[src/common/ofdm_pkg.sv]
`default_nettype none

package ofdm_pkg;

    // modulation codes, code 3 is not used
    typedef enum logic [1:0]
    {
        MOD_BPSK  = 2'd0,
        MOD_QPSK  = 2'd1,
        MOD_QAM16 = 2'd2
    } mod_e;

    // points per group and bits per lane chunk
    localparam int LANES   = 8;
    localparam int CHUNK_W = 4;

    // symbol layout for the 256-point IFFT
    localparam int N_DATA   = 192;
    localparam int N_GROUPS = 24;
    localparam int N_BINS   = 256;
    localparam int BIN_W    = 8;

    localparam logic [BIN_W-1:0] GUARD_LO = 8'd101;
    localparam logic [BIN_W-1:0] GUARD_HI = 8'd155;

    // pilot k sits in slot k, lowest bin first
    localparam logic [LANES-1:0][BIN_W-1:0] PILOT_BINS =
        {8'd243, 8'd218, 8'd193, 8'd168, 8'd88, 8'd63, 8'd38, 8'd13};
    // pilots at 38, 88, 193 and 243 carry -A on i
    localparam logic [LANES-1:0] PILOT_NEG = 8'b1010_1010;

    localparam int MAP_AMP = 1024;

    function automatic int bytes_per_group(mod_e mod);
        case (mod)
            MOD_BPSK:  return 1;
            MOD_QPSK:  return 2;
            default:   return 4;
        endcase
    endfunction

endpackage

`default_nettype wire

[src/common/group_if.sv]
`timescale 1ns/1ns
`default_nettype none

// one mapped group, collector to lanes and framer
interface group_if;

    logic                                              grp_stb;
    ofdm_pkg::mod_e                                    grp_mod;
    // group number within the symbol, 0 to 23
    logic [4:0]                                        grp_idx;
    logic [ofdm_pkg::LANES-1:0][ofdm_pkg::CHUNK_W-1:0] grp_bits;

    modport src  (output grp_stb, output grp_mod, output grp_idx, output grp_bits);
    modport lane (input grp_mod, input grp_bits);
    modport sink (input grp_stb, input grp_idx);

endinterface

`default_nettype wire

[src/verilog/constellation_mapper.sv]
`timescale 1ns/1ns
`default_nettype none

module constellation_mapper
#(
    parameter int DATA_W = 16,
    parameter int LANE   = 0
)
(
    group_if.lane                    lane,
    output logic signed [DATA_W-1:0] pt_i_o,
    output logic signed [DATA_W-1:0] pt_q_o
);

    localparam logic signed [DATA_W-1:0] AMP   = DATA_W'(ofdm_pkg::MAP_AMP);
    localparam logic signed [DATA_W-1:0] AMP_3 = DATA_W'(3 * ofdm_pkg::MAP_AMP);

    logic [ofdm_pkg::CHUNK_W-1:0] chunk;

    // gray coded 4-level axis
    function automatic logic signed [DATA_W-1:0] gray_level(input logic [1:0] b);
        case (b)
            2'b00:   return -AMP_3;
            2'b01:   return -AMP;
            2'b11:   return AMP;
            default: return AMP_3;
        endcase
    endfunction

    assign chunk = lane.grp_bits[LANE];

    always_comb
    begin
        pt_i_o = '0;
        pt_q_o = '0;
        case (lane.grp_mod)
            ofdm_pkg::MOD_BPSK:
            begin
                pt_i_o = chunk[0] ? AMP : -AMP;
            end
            ofdm_pkg::MOD_QPSK:
            begin
                pt_i_o = chunk[0] ? AMP : -AMP;
                pt_q_o = chunk[1] ? AMP : -AMP;
            end
            ofdm_pkg::MOD_QAM16:
            begin
                pt_i_o = gray_level(chunk[1:0]);
                pt_q_o = gray_level(chunk[3:2]);
            end
            default:
            begin
                pt_i_o = '0;
                pt_q_o = '0;
            end
        endcase
    end

endmodule

`default_nettype wire

[src/flat_wrapper.sv]
// flat-port wrapper written by rule: the top's interface ports become plain ports
module constellation_mapper_flat 
#(
    parameter int DATA_W = 16,
    parameter int LANE   = 0
)
  (pt_i_o, pt_q_o, lane_grp_mod, lane_grp_bits);
  group_if lane_i ();
  output logic signed [DATA_W-1:0] pt_i_o;
  output logic signed [DATA_W-1:0] pt_q_o;
  input wire logic [$bits(lane_i.grp_mod)-1:0] lane_grp_mod;
  input wire logic [$bits(lane_i.grp_bits)-1:0] lane_grp_bits;
  assign lane_i.grp_mod = lane_grp_mod;
  assign lane_i.grp_bits = lane_grp_bits;
  constellation_mapper #(.DATA_W(DATA_W), .LANE(LANE)) u_core (.lane(lane_i), .pt_i_o(pt_i_o), .pt_q_o(pt_q_o));
endmodule
[config.mk]
export PLATFORM = sky130hd
export DESIGN_NAME = constellation_mapper_flat
export DESIGN_NICKNAME = d
export VERILOG_FILES = /design/src/common/ofdm_pkg.sv /design/src/common/group_if.sv /design/src/verilog/constellation_mapper.sv /design/src/flat_wrapper.sv
export SDC_FILE = /design/constraint.sdc
export NUM_CORES = 1
export LEC_CHECK = 0
export BUFFER_PORTS_ARGS = -buffer_cell sky130_fd_sc_hd__buf_4
export CORE_MARGIN = 3
export CORE_UTILIZATION = 27
export DETAILED_ROUTE_END_ITERATION = 12
export PLACE_DENSITY = 0.79
export REMOVE_ABC_BUFFERS = 1
export SLEW_MARGIN = 20
export SYNTH_ARGS = -nofsm -noshare
export SYNTH_HDL_FRONTEND = slang
export SYNTH_SLANG_ARGS = --single-unit
[constraint.sdc]
create_clock -name vclk -period 0.9
set_input_delay 0.09 -clock vclk [all_inputs]
set_output_delay 0.09 -clock vclk [all_outputs]
set_load 0.05 [all_outputs]
# --- Yosys cells after proc, flatten, opt, wreduce, memory -nomap -nowiden ---
# Index checks and enable logic that the tools add are counted.
totals:
  inputBits: 34
  out_inout_bits: 32
  ff_bits: 0
op_classes:
  muxes: 6
  n_eq_ne: 6
  reduce_logical: 4
op_table:
  columns: ["cell", "n"]
  rows:
  - ["$pmux W16 S3", 2]
  - ["$pmux W16 S2", 2]
  - ["$mux W16", 2]
  - ["$eq A2 B1 Y1 const B", 3]
  - ["$eq A2 B2 Y1 const B", 3]
  - ["$logic_not A2 Y1", 3]
  - ["$reduce_or A2 Y1", 1]

# --- Logic depth before layout (Yosys ltp) ---
logic_depth:
  depth_word: 3
  depth_mapped: 6

# --- Worst setup path before layout ---
# OpenSTA, ideal clock, no wires.
synth_path:
  path_type: "in2out"
  startpoint: "input port lane_grp_mod[0]"
  endpoint: "output port pt_q_o[13]"
  required_ns: 0.810
  cell_stages: 4
  slack_ns: -1.194
  arrival_ns: 2.004
  path_buffers: 1
  path_cell_list: "inv_1 > ha_1 > a21boi_1 > buf_4"
synth_between:
  elab_chain_cells: 2
synth_lines:
  columns: ["element", "line", "text"]
  rows:
  - ["from (decl)", "flat_wrapper.sv:11", "input wire logic [$bits(lane_i.grp_mod)-1:0] lane_grp_mod;"]
  - ["$eq A2 B2 Y1 / $eq A2 B1 Y1 (equally long branches)", null, null]
  - ["$pmux W16 S2 (*)", "constellation_mapper.sv:36", "case (lane.grp_mod)"]
  - ["to (decl)", "flat_wrapper.sv:10", "output logic signed [DATA_W-1:0] pt_q_o;"]
# Every way passes the cells marked *; elsewhere a longest branch is shown, timed or not.

# --- Final worst setup path ---
layout_path:
  startpoint: "input port lane_grp_bits[2]"
  endpoint: "output port pt_q_o[12]"
layout_between:
  elab_chain_cells: 3
layout_lines:
  columns: ["element", "line", "text"]
  rows:
  - ["from (decl)", "flat_wrapper.sv:12", "input wire logic [$bits(lane_i.grp_bits)-1:0] lane_grp_bits;"]
  - ["$eq A2 B2 Y1 (tied with other cells)", "constellation_mapper.sv:22", "case (b)"]
  - ["$pmux W16 S3 (*)", "constellation_mapper.sv:22", null]
  - ["$pmux W16 S2 (*)", "constellation_mapper.sv:36", null]
# Marks and branches as above.

==> out/qor.yml <==
core_um2: 1370
gp_congestion: 0.717
io_pins: 66
netlist_instances: 56
hold_path.class: "in -> out"
postLayoutCoreUtil_pct: 61.4
drv_cap: 0
stdcell_area_um2: 840
n_antenna_cell: 0
grt_start_max_net_pins: 5
timing_hold_violations_final: 0
drtIter0Drc: 0
die_w_um: 45.2
max-vdd-ir-drop_mv: 0.412
slew_viol_final: 0
design.seq.count: 0
grtUsageTotal_pct: 8.90
nNetsFinal: 123
rsz0062_at_grt: "true"
dieArea_um2: 2040
drive_gt1_share_pct: 67.5
grt_pass1_wl_um: 1400
antenna_found_initial: 0
hold_buffers: 0
ys_warn_count: 0
fp.dieH_um: 45.2
synthTopCellsByArea: "buf_4 47%, ha_1 30%, inv_1 8.2%, o211ai_1 3.6%, nand2_1 2.7%"
outcome: "finished with violations"
synth_cell_types: 10
portBuffers: 18
seqCellArea_um2: 0
viasPerCell: 3.67
dpl_worst_slack_ps: -373
first_global_vias: 342
wire_per_inst_um: 10.8
first_pass_iters: 1
routed_wl_um: 996
yosys.area.top_type: "buf_4"
place_area_um2: 489
required_ps: 810
final-setup-viol-count: 10
leakagePower_nw: 0.389
fmax_mhz: 850
violations: "setup timing"
synth_seq_area_share_pct: 0
synth_top_area_share_pct: 47.1
nFillCells: 110
hpwl_um: 667
drc_errors: 0
crit_fanout: 3
power_w: 0.000672
start_util_pct: 30.3
synth.avg_cell_area_um2: 7.40
power_density_nw_per_um2: 800
grt-ovfl-total: 0
synthToLayoutAreaGrowth_pct: 103
fin_ws_ps: -276
crit_type: "in -> out"
finalCriticalPeriod_ps: 1180
core.rowCount: 13
post-route-period-util_pct: 131
arrival_ps: 1090
final.clkbuf_count: 0
end_kind: "primary output"
vias: 338
start_kind: "input pin"
setup_tns_ps: -1920
synthesis.area_um2: 414
detail-route-antenna-nets: 0
## power breakdown
part / internal [W] / leakage, nW / switching [W]
combinational: 0.000220 / 0.389 / 0.000451
sequential: 0 / 0 / 0
clock: 0 / 0 / 0
## cells in the final DEF, fill, tap and decap left out
cell type and instances:
inv_1 3, inv_4 2, inv_2 1, ha_4 9, nand2_2 2, buf_4 7, o211ai_1 2, clkinv_8 1
conb_1 20, buf_8 6, ha_2 1, buf_12 2, a21boi_4 1, nand2_4 1, inv_8 2, a21oi_4 1
buf_6 13, a21oi_2 1, o21ai_4 1, a21boi_2 1
## cell families after synthesis
kind of cell    after synthesis  synth area share [%]
other cells                   1                 0.905
fa+ha+maj                    10                  30.2
buf+inv                      35                  55.3
simple gates                  3                  2.72
compound gates                7                  10.9
## cell usage after synthesis
cell,instances
buf_4,26
ha_1,10
inv_1,9
nand2_1,3
a21oi_1,2
o211ai_1,2
a21boi_0,1
a21boi_1,1
conb_1,1
o21ai_0,1
## repair_timing
action,CTS,global route
setup buffers,3,2
gates resized for setup,67,13
cloned,0,0
pin swaps,12,9
setup endpoints to repair,11,10
hold endpoints to repair,0,0
## layout make-up
cell class | count | area, um^2 | area share (%)
inverters | 9 | 66.3 | 7.90
repair buffers | 28 | 329 | 39.2
well taps | 15 | 18.8 | 2.24
multi-input cells | 40 | 425 | 50.7
## worst paths after layout
kind,from,endpoint,slack [ps],cells past startpoint
hold / removal,lane_grp_bits[0],pt_i_o[11],580,5
setup / recovery,lane_grp_bits[2],pt_q_o[12],-280,7
## critical path: stages
cell and delay, ps:
buf_8 100, buf_6 110, ha_4 140, o211ai_1 270, a21boi_4 110, buf_6 130, buf_8 140
## through the flow
stage,std cells,hold slack (ps)
5_1_grt,92,597
3_5_place_dp,88,685
3_3_place_gp,88,672
2_1_floorplan,49,536
4_1_cts,90,578
6_report,92,582
## per-layer routing
layer,GRT usage (%),wire [um],vias up
li1,-,-,168
met1,9.18,288,155
met2,19.2,638,15
met3,0.797,68,0
met4,0.585,0,0
met5,0,0,-
No activity file was read; power rests on OpenSTA's default activity.
