`config.mk`:
```
export PLATFORM = sky130hd
export DESIGN_NAME = byte_collector_flat
export DESIGN_NICKNAME = d
export VERILOG_FILES = /design/src/common/ofdm_pkg.sv /design/src/common/group_if.sv /design/src/verilog/byte_collector.sv /design/src/flat_wrapper.sv
export SDC_FILE = /design/constraint.sdc
export NUM_CORES = 1
export LEC_CHECK = 0
export BUFFER_PORTS_ARGS = -buffer_cell sky130_fd_sc_hd__buf_2
export CAP_MARGIN = 20
export CORE_MARGIN = 2
export CORE_UTILIZATION = 49
export CTS_CLUSTER_DIAMETER = 100
export DETAILED_ROUTE_END_ITERATION = 8
export HOLD_SLACK_MARGIN = 0.05
export PLACE_DENSITY = 0.78
export SYNTH_ARGS = -nofsm -noshare
export SYNTH_HDL_FRONTEND = slang
export SYNTH_SLANG_ARGS = --single-unit
```
`constraint.sdc`:
```
create_clock -name clk -period 3.9 [get_ports clk]
set_clock_uncertainty 0.1 [all_clocks]
set_input_delay 0.78 -clock clk [delete_from_list [all_inputs] [get_ports clk]]
set_output_delay 0.78 -clock clk [all_outputs]
set_load 0.03 [all_outputs]
```
`src/common/ofdm_pkg.sv`:
```
`default_nettype none

package ofdm_pkg;

    // modulation codes, code 3 is not used
    typedef enum logic [1:0]
    {
        MOD_BPSK  = 2'd0,
        MOD_QPSK  = 2'd1,
        MOD_QAM16 = 2'd2
    } mod_e;

    // points per group and bits per lane chunk
    localparam int LANES   = 8;
    localparam int CHUNK_W = 4;

    // symbol layout for the 256-point IFFT
    localparam int N_DATA   = 192;
    localparam int N_GROUPS = 24;
    localparam int N_BINS   = 256;
    localparam int BIN_W    = 8;

    localparam logic [BIN_W-1:0] GUARD_LO = 8'd101;
    localparam logic [BIN_W-1:0] GUARD_HI = 8'd155;

    // pilot k sits in slot k, lowest bin first
    localparam logic [LANES-1:0][BIN_W-1:0] PILOT_BINS =
        {8'd243, 8'd218, 8'd193, 8'd168, 8'd88, 8'd63, 8'd38, 8'd13};
    // pilots at 38, 88, 193 and 243 carry -A on i
    localparam logic [LANES-1:0] PILOT_NEG = 8'b1010_1010;

    localparam int MAP_AMP = 1024;

    function automatic int bytes_per_group(mod_e mod);
        case (mod)
            MOD_BPSK:  return 1;
            MOD_QPSK:  return 2;
            default:   return 4;
        endcase
    endfunction

endpackage

`default_nettype wire

```
`src/common/group_if.sv`:
```
`timescale 1ns/1ns
`default_nettype none

// one mapped group, collector to lanes and framer
interface group_if;

    logic                                              grp_stb;
    ofdm_pkg::mod_e                                    grp_mod;
    // group number within the symbol, 0 to 23
    logic [4:0]                                        grp_idx;
    logic [ofdm_pkg::LANES-1:0][ofdm_pkg::CHUNK_W-1:0] grp_bits;

    modport src  (output grp_stb, output grp_mod, output grp_idx, output grp_bits);
    modport lane (input grp_mod, input grp_bits);
    modport sink (input grp_stb, input grp_idx);

endinterface

`default_nettype wire

```
`src/verilog/byte_collector.sv`:
```
`timescale 1ns/1ns
`default_nettype none

module byte_collector
(
    input  logic       clk,
    input  logic       reset,
    input  logic       data_valid_i,
    input  logic [7:0] data_i,
    input  logic [1:0] mod_i,
    input  logic       busy_i,
    output logic       ready_o,
    group_if.src       grp
);

    logic [31:0]    word_q;
    logic [31:0]    word_next;
    logic [31:0]    word_al;
    logic [1:0]     byte_cnt;
    logic [4:0]     grp_cnt;
    ofdm_pkg::mod_e mod_q;
    ofdm_pkg::mod_e cur_mod;
    logic           accept;
    logic           grp_last;
    logic           full;

    logic [ofdm_pkg::LANES-1:0][ofdm_pkg::CHUNK_W-1:0] chunks;

    // symbol complete or framer still streaming
    assign ready_o   = !(full || busy_i);
    assign accept    = data_valid_i && ready_o && (mod_i != 2'd3);
    // first byte of a group sets the modulation
    assign cur_mod   = (byte_cnt == 2'd0) ? ofdm_pkg::mod_e'(mod_i) : mod_q;
    assign word_next = {data_i, word_q[31:8]};
    assign grp_last  = (byte_cnt == 2'(ofdm_pkg::bytes_per_group(cur_mod) - 1));

    ////////////////////////////////////////////////////////////////////////////
    // group word alignment and lane chunks
    ////////////////////////////////////////////////////////////////////////////

    always_comb
    begin
        // short groups end up in the top bytes after shifting
        case (cur_mod)
            ofdm_pkg::MOD_BPSK: word_al = {24'd0, word_next[31:24]};
            ofdm_pkg::MOD_QPSK: word_al = {16'd0, word_next[31:16]};
            default:            word_al = word_next;
        endcase

        for (int l = 0; l < ofdm_pkg::LANES; l++)
        begin
            case (cur_mod)
                ofdm_pkg::MOD_BPSK: chunks[l] = {3'b000, word_al[l]};
                ofdm_pkg::MOD_QPSK: chunks[l] = {2'b00, word_al[2*l +: 2]};
                default:            chunks[l] = word_al[4*l +: 4];
            endcase
        end
    end

    always_ff @(posedge clk)
    begin
        if (accept)
        begin
            word_q <= word_next;
            if (byte_cnt == 2'd0)
            begin
                mod_q <= cur_mod;
            end
        end
        if (accept && grp_last)
        begin
            grp.grp_mod  <= cur_mod;
            grp.grp_idx  <= grp_cnt;
            grp.grp_bits <= chunks;
        end
    end

    ////////////////////////////////////////////////////////////////////////////
    // byte and group counting
    ////////////////////////////////////////////////////////////////////////////

    always_ff @(posedge clk)
    begin
        if (reset)
        begin
            byte_cnt    <= '0;
            grp_cnt     <= '0;
            full        <= 1'b0;
            grp.grp_stb <= 1'b0;
        end
        else
        begin
            grp.grp_stb <= accept && grp_last;
            // framer has taken over holding off input
            if (busy_i)
            begin
                full <= 1'b0;
            end
            if (accept)
            begin
                if (grp_last)
                begin
                    byte_cnt <= '0;
                    if (grp_cnt == 5'(ofdm_pkg::N_GROUPS - 1))
                    begin
                        grp_cnt <= '0;
                        full    <= 1'b1;
                    end
                    else
                    begin
                        grp_cnt <= grp_cnt + 5'd1;
                    end
                end
                else
                begin
                    byte_cnt <= byte_cnt + 2'd1;
                end
            end
        end
    end

endmodule

`default_nettype wire

```
`src/flat_wrapper.sv`:
```
// flat-port wrapper written by rule: the top's interface ports become plain ports
module byte_collector_flat 
  (clk, reset, data_valid_i, data_i, mod_i, busy_i, ready_o, grp_grp_stb, grp_grp_mod, grp_grp_idx, grp_grp_bits);
  group_if grp_i ();
  input  logic clk;
  input  logic reset;
  input  logic data_valid_i;
  input  logic [7:0] data_i;
  input  logic [1:0] mod_i;
  input  logic busy_i;
  output logic ready_o;
  output wire logic [$bits(grp_i.grp_stb)-1:0] grp_grp_stb;
  output wire logic [$bits(grp_i.grp_mod)-1:0] grp_grp_mod;
  output wire logic [$bits(grp_i.grp_idx)-1:0] grp_grp_idx;
  output wire logic [$bits(grp_i.grp_bits)-1:0] grp_grp_bits;
  assign grp_grp_stb = grp_i.grp_stb;
  assign grp_grp_mod = grp_i.grp_mod;
  assign grp_grp_idx = grp_i.grp_idx;
  assign grp_grp_bits = grp_i.grp_bits;
  byte_collector u_core (.clk(clk), .reset(reset), .data_valid_i(data_valid_i), .data_i(data_i), .mod_i(mod_i), .busy_i(busy_i), .ready_o(ready_o), .grp(grp_i));
endmodule
```
After elaboration in Yosys (flattened, before gate mapping):

Cells that the tools add are included.

* $add $sub $neg: 3
* $mul: 0
* div/mod/pow operators: 0
* $lt $le $gt $ge: 0
* eq/ne operators: 4
* shift operators: 0
* multiplexer cells: 17
* bitwise logic cells: 0
* reduce and logical (&&, ||, !) cells: 9

Operator list (count)
* $pmux W32 S2: 1
* $pmux W4 S2: 8
* $add A5 B1 Y5 const B: 1
* $eq A5 B5 Y1 const B: 1
* $mux W5: 1
* $logic_not A2 Y1: 2
* $mux W1: 4
* $mux W2: 2
* $pmux W2 S2: 1
* $reduce_and A2 Y1: 2
* $logic_and A1 B1 Y1: 3
* $add A2 B1 Y2 const B: 1
* $eq A2 B1 Y1 const B: 1
* $eq A2 B2 Y1: 1
* $ne A2 B2 Y1 const B: 1
* $sub A2 B1 Y2 const B: 1
* $logic_not A1 Y1: 1
* $logic_or A1 B1 Y1: 1

* flip-flop bits (word level): 82
* bits in latches: 0
* RAM bits: 0
* bits in read-only memories: 0
* bits of input ports: 14
* output and inout port bits: 41
* logic and storage cells: 49
* memories kept: 0

Longest topological paths before layout:

* depth in word-level cells: 8
* depth in mapped cells: 9
* mapped depth without buffers: 8

Worst setup path before layout:

Ideal clock, no wire load.

* path kind: input-to-reg
* start point: input mod_i[1]
* end point: register u_core.grp.grp_bits[0] (enable)
* library setup time: 437 ps
* data arrival time: 3343 ps
* required time: 3363 ps
* setup slack: 20 ps
* stages: 5
* buffers on the path: 1
* cell sequence: mux2i_2 > a21oi_2 > o31a_1 > buf_2 > nor2_1

* word-level cells in the longest chain between the ends: 6
* elaborated cells between the ends (all ways): 9
* those cells by class: 1 x add/sub; 3 x eq/ne; 2 x mux; 3 x reduce/logical

RTL lines
* start, declared: RTL line flat_wrapper.sv:9 `input logic [1:0] mod_i;`
* $mux W2: RTL line byte_collector.sv:33 `assign cur_mod = (byte_cnt == 2'd0) ? ofdm_pkg::mod_e'(mod_i) : mod_q;`
* $eq A2 B1 Y1 / $logic_not A2 Y1 (equally long branches): RTL line ofdm_pkg.sv:35 `case (mod)`
* $pmux W2 S2: RTL line ofdm_pkg.sv:35
* $sub A2 B1 Y2: RTL line byte_collector.sv:35 `assign grp_last = (byte_cnt == 2'(ofdm_pkg::bytes_per_group(cur_mod) - 1));`
* $eq A2 B2 Y1: RTL line byte_collector.sv:35
* $logic_and A1 B1 Y1 *: RTL line byte_collector.sv:70 `if (accept && grp_last)`
* end signal, assigned: RTL line byte_collector.sv:74 `grp.grp_bits <= chunks;`
* end, declared: RTL line group_if.sv:13 `modport src (output grp_stb, output grp_mod, output grp_idx, output grp_bits);`

Mark *: on every way between the ends. The rest lies on a longest branch, timed or not.
A chain may end at the register's enable or synchronous reset.

Worst setup path after layout:

* start point: register u_core.byte_cnt[0]
* end point: register u_core.grp.grp_bits[11] (enable)

* word-level cells in the longest chain between the ends: 7
* elaborated cells between the ends (all ways): 8
* those cells by class: 1 x add/sub; 2 x eq/ne; 2 x mux; 3 x reduce/logical

RTL lines
* start, declared: RTL line byte_collector.sv:19 `logic [1:0] byte_cnt;`
* start signal, assigned: RTL line byte_collector.sv:116 `byte_cnt <= byte_cnt + 2'd1;`
* $logic_not A2 Y1 *: RTL line byte_collector.sv:33
* $mux W2 *: RTL line byte_collector.sv:33
* net u_core.cur_mod[0]: RTL line byte_collector.sv:22 `ofdm_pkg::mod_e cur_mod;`
* $eq A2 B1 Y1 / $logic_not A2 Y1 (equally long branches): RTL line ofdm_pkg.sv:35
* $pmux W2 S2 *: RTL line ofdm_pkg.sv:35
* $sub A2 B1 Y2 *: RTL line byte_collector.sv:35
* $eq A2 B2 Y1 *: RTL line byte_collector.sv:35
* $logic_and A1 B1 Y1 *: RTL line byte_collector.sv:70

Mark *: on every way through the listed nets, which the timed path passes. The rest lies on a longest branch.

==> metrics.txt <==
Yosys cell types=33; syn avg cell area=about 15 um^2; vias in the first global route=between 1000 and 1500; TritonCTS clock tree=yes; H-tree depth=3; antenna violations before repair=0; post-cts resize count=0; WP data arrival=~3.0 ns; CTS clk-pin slew, worst paths=around 0.07 ns; hold buffer count at CTS=0; post-synth net total=~200; Final TNS setup=0 ns; setup ws final=between 0.8 and 0.9 ns; placed cell area=roughly 0.0032 mm^2; setup slack at placement=~0.84 ns; Total Wirelength=4.52 mm; Synth Flop Type=edfxtp_1; Synth top area share=0.699; maximum VDD drop=approximately 0.25 mV; Non-Filler Instances=~330; DRT iter0 DRCs=~140; Inst Count DP=310; Layout Nets=265; P_leak=~1.2 nW; fillers=427; synthesized-area fraction occupied by adder cells=0.00896; die height=79.5 um; final antenna-violating net count=0; flops & latches, synth=between 70 and 80; actual slew at the worst max-slew pin=about 0.58 ns; mux share of post-synthesis cell area=0.0134; Root Driver=clkbuf_8; Slew HR=0.613; largest net degree at the start of global routing=29; routed length on met3=330 um; gr usage total=0.151; die width=around 79 um; grt ovf=0; Final Hold Fails=0; r2r startpoint=u_core.byte_cnt[0]$_SDFFE_PP0P_; largest family of logic cells by synthesized area=simple AND/OR/NAND/NOR gates; setup violators final=0; design area=0.00336 mm^2; Worst setup EP type=register; FP Rows=27; post-synthesis compound-gate area fraction=0.0815; CTS Buf Count=9; Clock Path Buffers=2; clk_lat worst skew=between 0.3 and 0.4 ns; DP HPWL=between 3 and 4 mm; status=finished, final reports clean; Critical Path RT=around 4 ns; Reg2Reg Depth=8; layout cells sized above 1=0.311; clk sinks=74; DR vias=1702; xor/xnor share of the synthesized area=0; max-cap viol count=0; ant diodes=0; reg2reg setup slack=between 0.8 and 0.9 ns; async set-reset flop share out of synthesis=0; Syn Std Cell Area=about 0.0028 mm^2; fmax=about 330 MHz; Hold Crit Class=register to register; WL met2=approximately 2.1 mm; Port Buffer Count=54; r2r endpoint=u_core.grp.grp_bits[11]$_DFFE_PP_; Routed met1 length=roughly 2 mm; hold depth=0; Tcrit/Tclk final=0.771; first-pass GRT wire length=between 7 and 8 mm; area added between synthesis and finish=20.2%; routability cong.=around 0.81; crit-path max FO=22; crit path launch type=register; vias per cell=about 5.2; first-pass iteration count of the detailed router=6; WL/cell=around 14 um; Core ar.=between 0.005 and 0.006 mm^2; Post-Synth Simple-Gate Area=0.116; io pins=55; sequential share of the synthesized area=0.763; hold_sp=u_core.word_q[19]$_DFFE_PP_; Remaining DRCs=0; Ys Warns=0; number of enable flip-flop cells after synthesis=between 60 and 70; die area=approximately 0.0063 mm^2; post-CTS setup buffers=0; Worst Hold End=u_core.word_q[11]$_DFFE_PP_; Synth top cells by count=edfxtp_1 (65), nand2_1 (19), and2_1 (17), nor2_1 (11); Post-Syn Instances=about 190; crit path time final=3.01 ns; Yosys top cell by area=edfxtp_1; count leader, synth=edfxtp_1; WS Path Type=register to register; Initial Utilization=0.507; synth top area cells=edfxtp_1 (70%), dfxtp_1 (6.5%), and2_1 (3.8%); top sig layer=met4; PD cells=471 mW/mm^2; Final Max Slew Viols=0; RSZ-0062 raised after global routing=no
==> how the worst max path moves through the flow <==
stage / from / endpoint / slack, ns / cells past startpoint
after global routing: u_core.byte_cnt[0]$_SDFFE_PP0P_ / u_core.grp.grp_bits[3]$_DFFE_PP_ / 0.70 / 8
after floorplan: mod_i[1] / u_core.grp.grp_bits[0]$_DFFE_PP_ / 0.02 / 5
after detailed placement: mod_i[0] / u_core.grp.grp_bits[7]$_DFFE_PP_ / 0.84 / 7
after CTS: u_core.byte_cnt[0]$_SDFFE_PP0P_ / u_core.grp.grp_bits[11]$_DFFE_PP_ / 0.92 / 8
after global placement: mod_i[1] / u_core.grp.grp_bits[15]$_DFFE_PP_ / 0.94 / 8
final: u_core.byte_cnt[0]$_SDFFE_PP0P_ / u_core.grp.grp_bits[11]$_DFFE_PP_ / 0.89 / 8
==> critical path, cell delays in order (launching register included) <==
cell,delay [ns]
dfxtp_1,0.34
inv_1,0.11
ha_1,0.29
mux2i_2,0.54
clkinv_2,0.29
a21oi_2,0.23
o31a_1,0.42
nor2_4,0.21
buf_12,0.22
==> sequential cells by signal (all words and copies together) (netlist names) <==
signal,flops
u_core.byte_cnt,2
u_core.full,1
u_core.grp.grp_bits,32
u_core.grp.grp_idx,5
u_core.grp.grp_mod,2
u_core.grp.grp_stb,1
u_core.grp_cnt,5
u_core.mod_q,2
u_core.word_q,24
==> metrics by stage <==
stage               utilization  power [mW]  hold slack, ns
global route              0.610        1.64           0.366
detailed placement        0.576        1.05           0.335
global placement          0.576        1.05           0.323
floorplan                     -        1.01           0.317
finish                    0.610        1.58           0.349
CTS                       0.610        1.59           0.352
==> routing by layer <==
| metal | vias to the layer above | global-route usage |
|---|---|---|
| li1 | 831 | - |
| met1 | 798 | 0.207 |
| met2 | 68 | 0.225 |
| met3 | 5 | 0.0385 |
| met4 | 0 | 0.0724 |
| met5 | - | 0 |
==> power breakdown <==
group,total (mW),switching (mW),internal [mW],leakage (nW)
Clock,0.549,0.258,0.291,0.0958
Sequential,0.902,0.00999,0.892,0.675
Combinational,0.131,0.0889,0.0425,0.452
Total,1.58,0.357,1.22,1.22
==> cell usage in the layout, fill, tap and decap left out, types with 2 or more instances in the layout <==
master / instances
ha_1: 2
o21ai_0: 3
o31ai_1: 3
or4_1: 2
dfxtp_1: 9
nor2_1: 10
nand4b_1: 2
nand3_1: 3
buf_2: 54
nand2_1: 19
inv_1: 3
buf_4: 2
a31oi_1: 9
clkbuf_8: 9
and2_1: 17
nor3_1: 4
a21oi_1: 6
a22o_1: 8
clkinv_2: 5
mux2i_2: 2
edfxtp_1: 65
==> area by class of cell <==
type	instances	area [um^2]	share of cell area
timing repair buffer	57	305	0.0909
clock inverter	6	57.6	0.0171
tap	72	90.1	0.0268
multi-input combinational	101	621	0.185
sequential	74	2130	0.635
clock buffer	10	128	0.0380
inverter	6	23.8	0.00708
==> cell families after synthesis <==
| kind of cell | count (synthesis) |
|---|---|
| flops | 74 |
| simple gates | 63 |
| compound gates | 33 |
| buf+inv | 12 |
| mux | 3 |
| fa+ha+maj | 2 |
(Power assumes the default switching activity.)
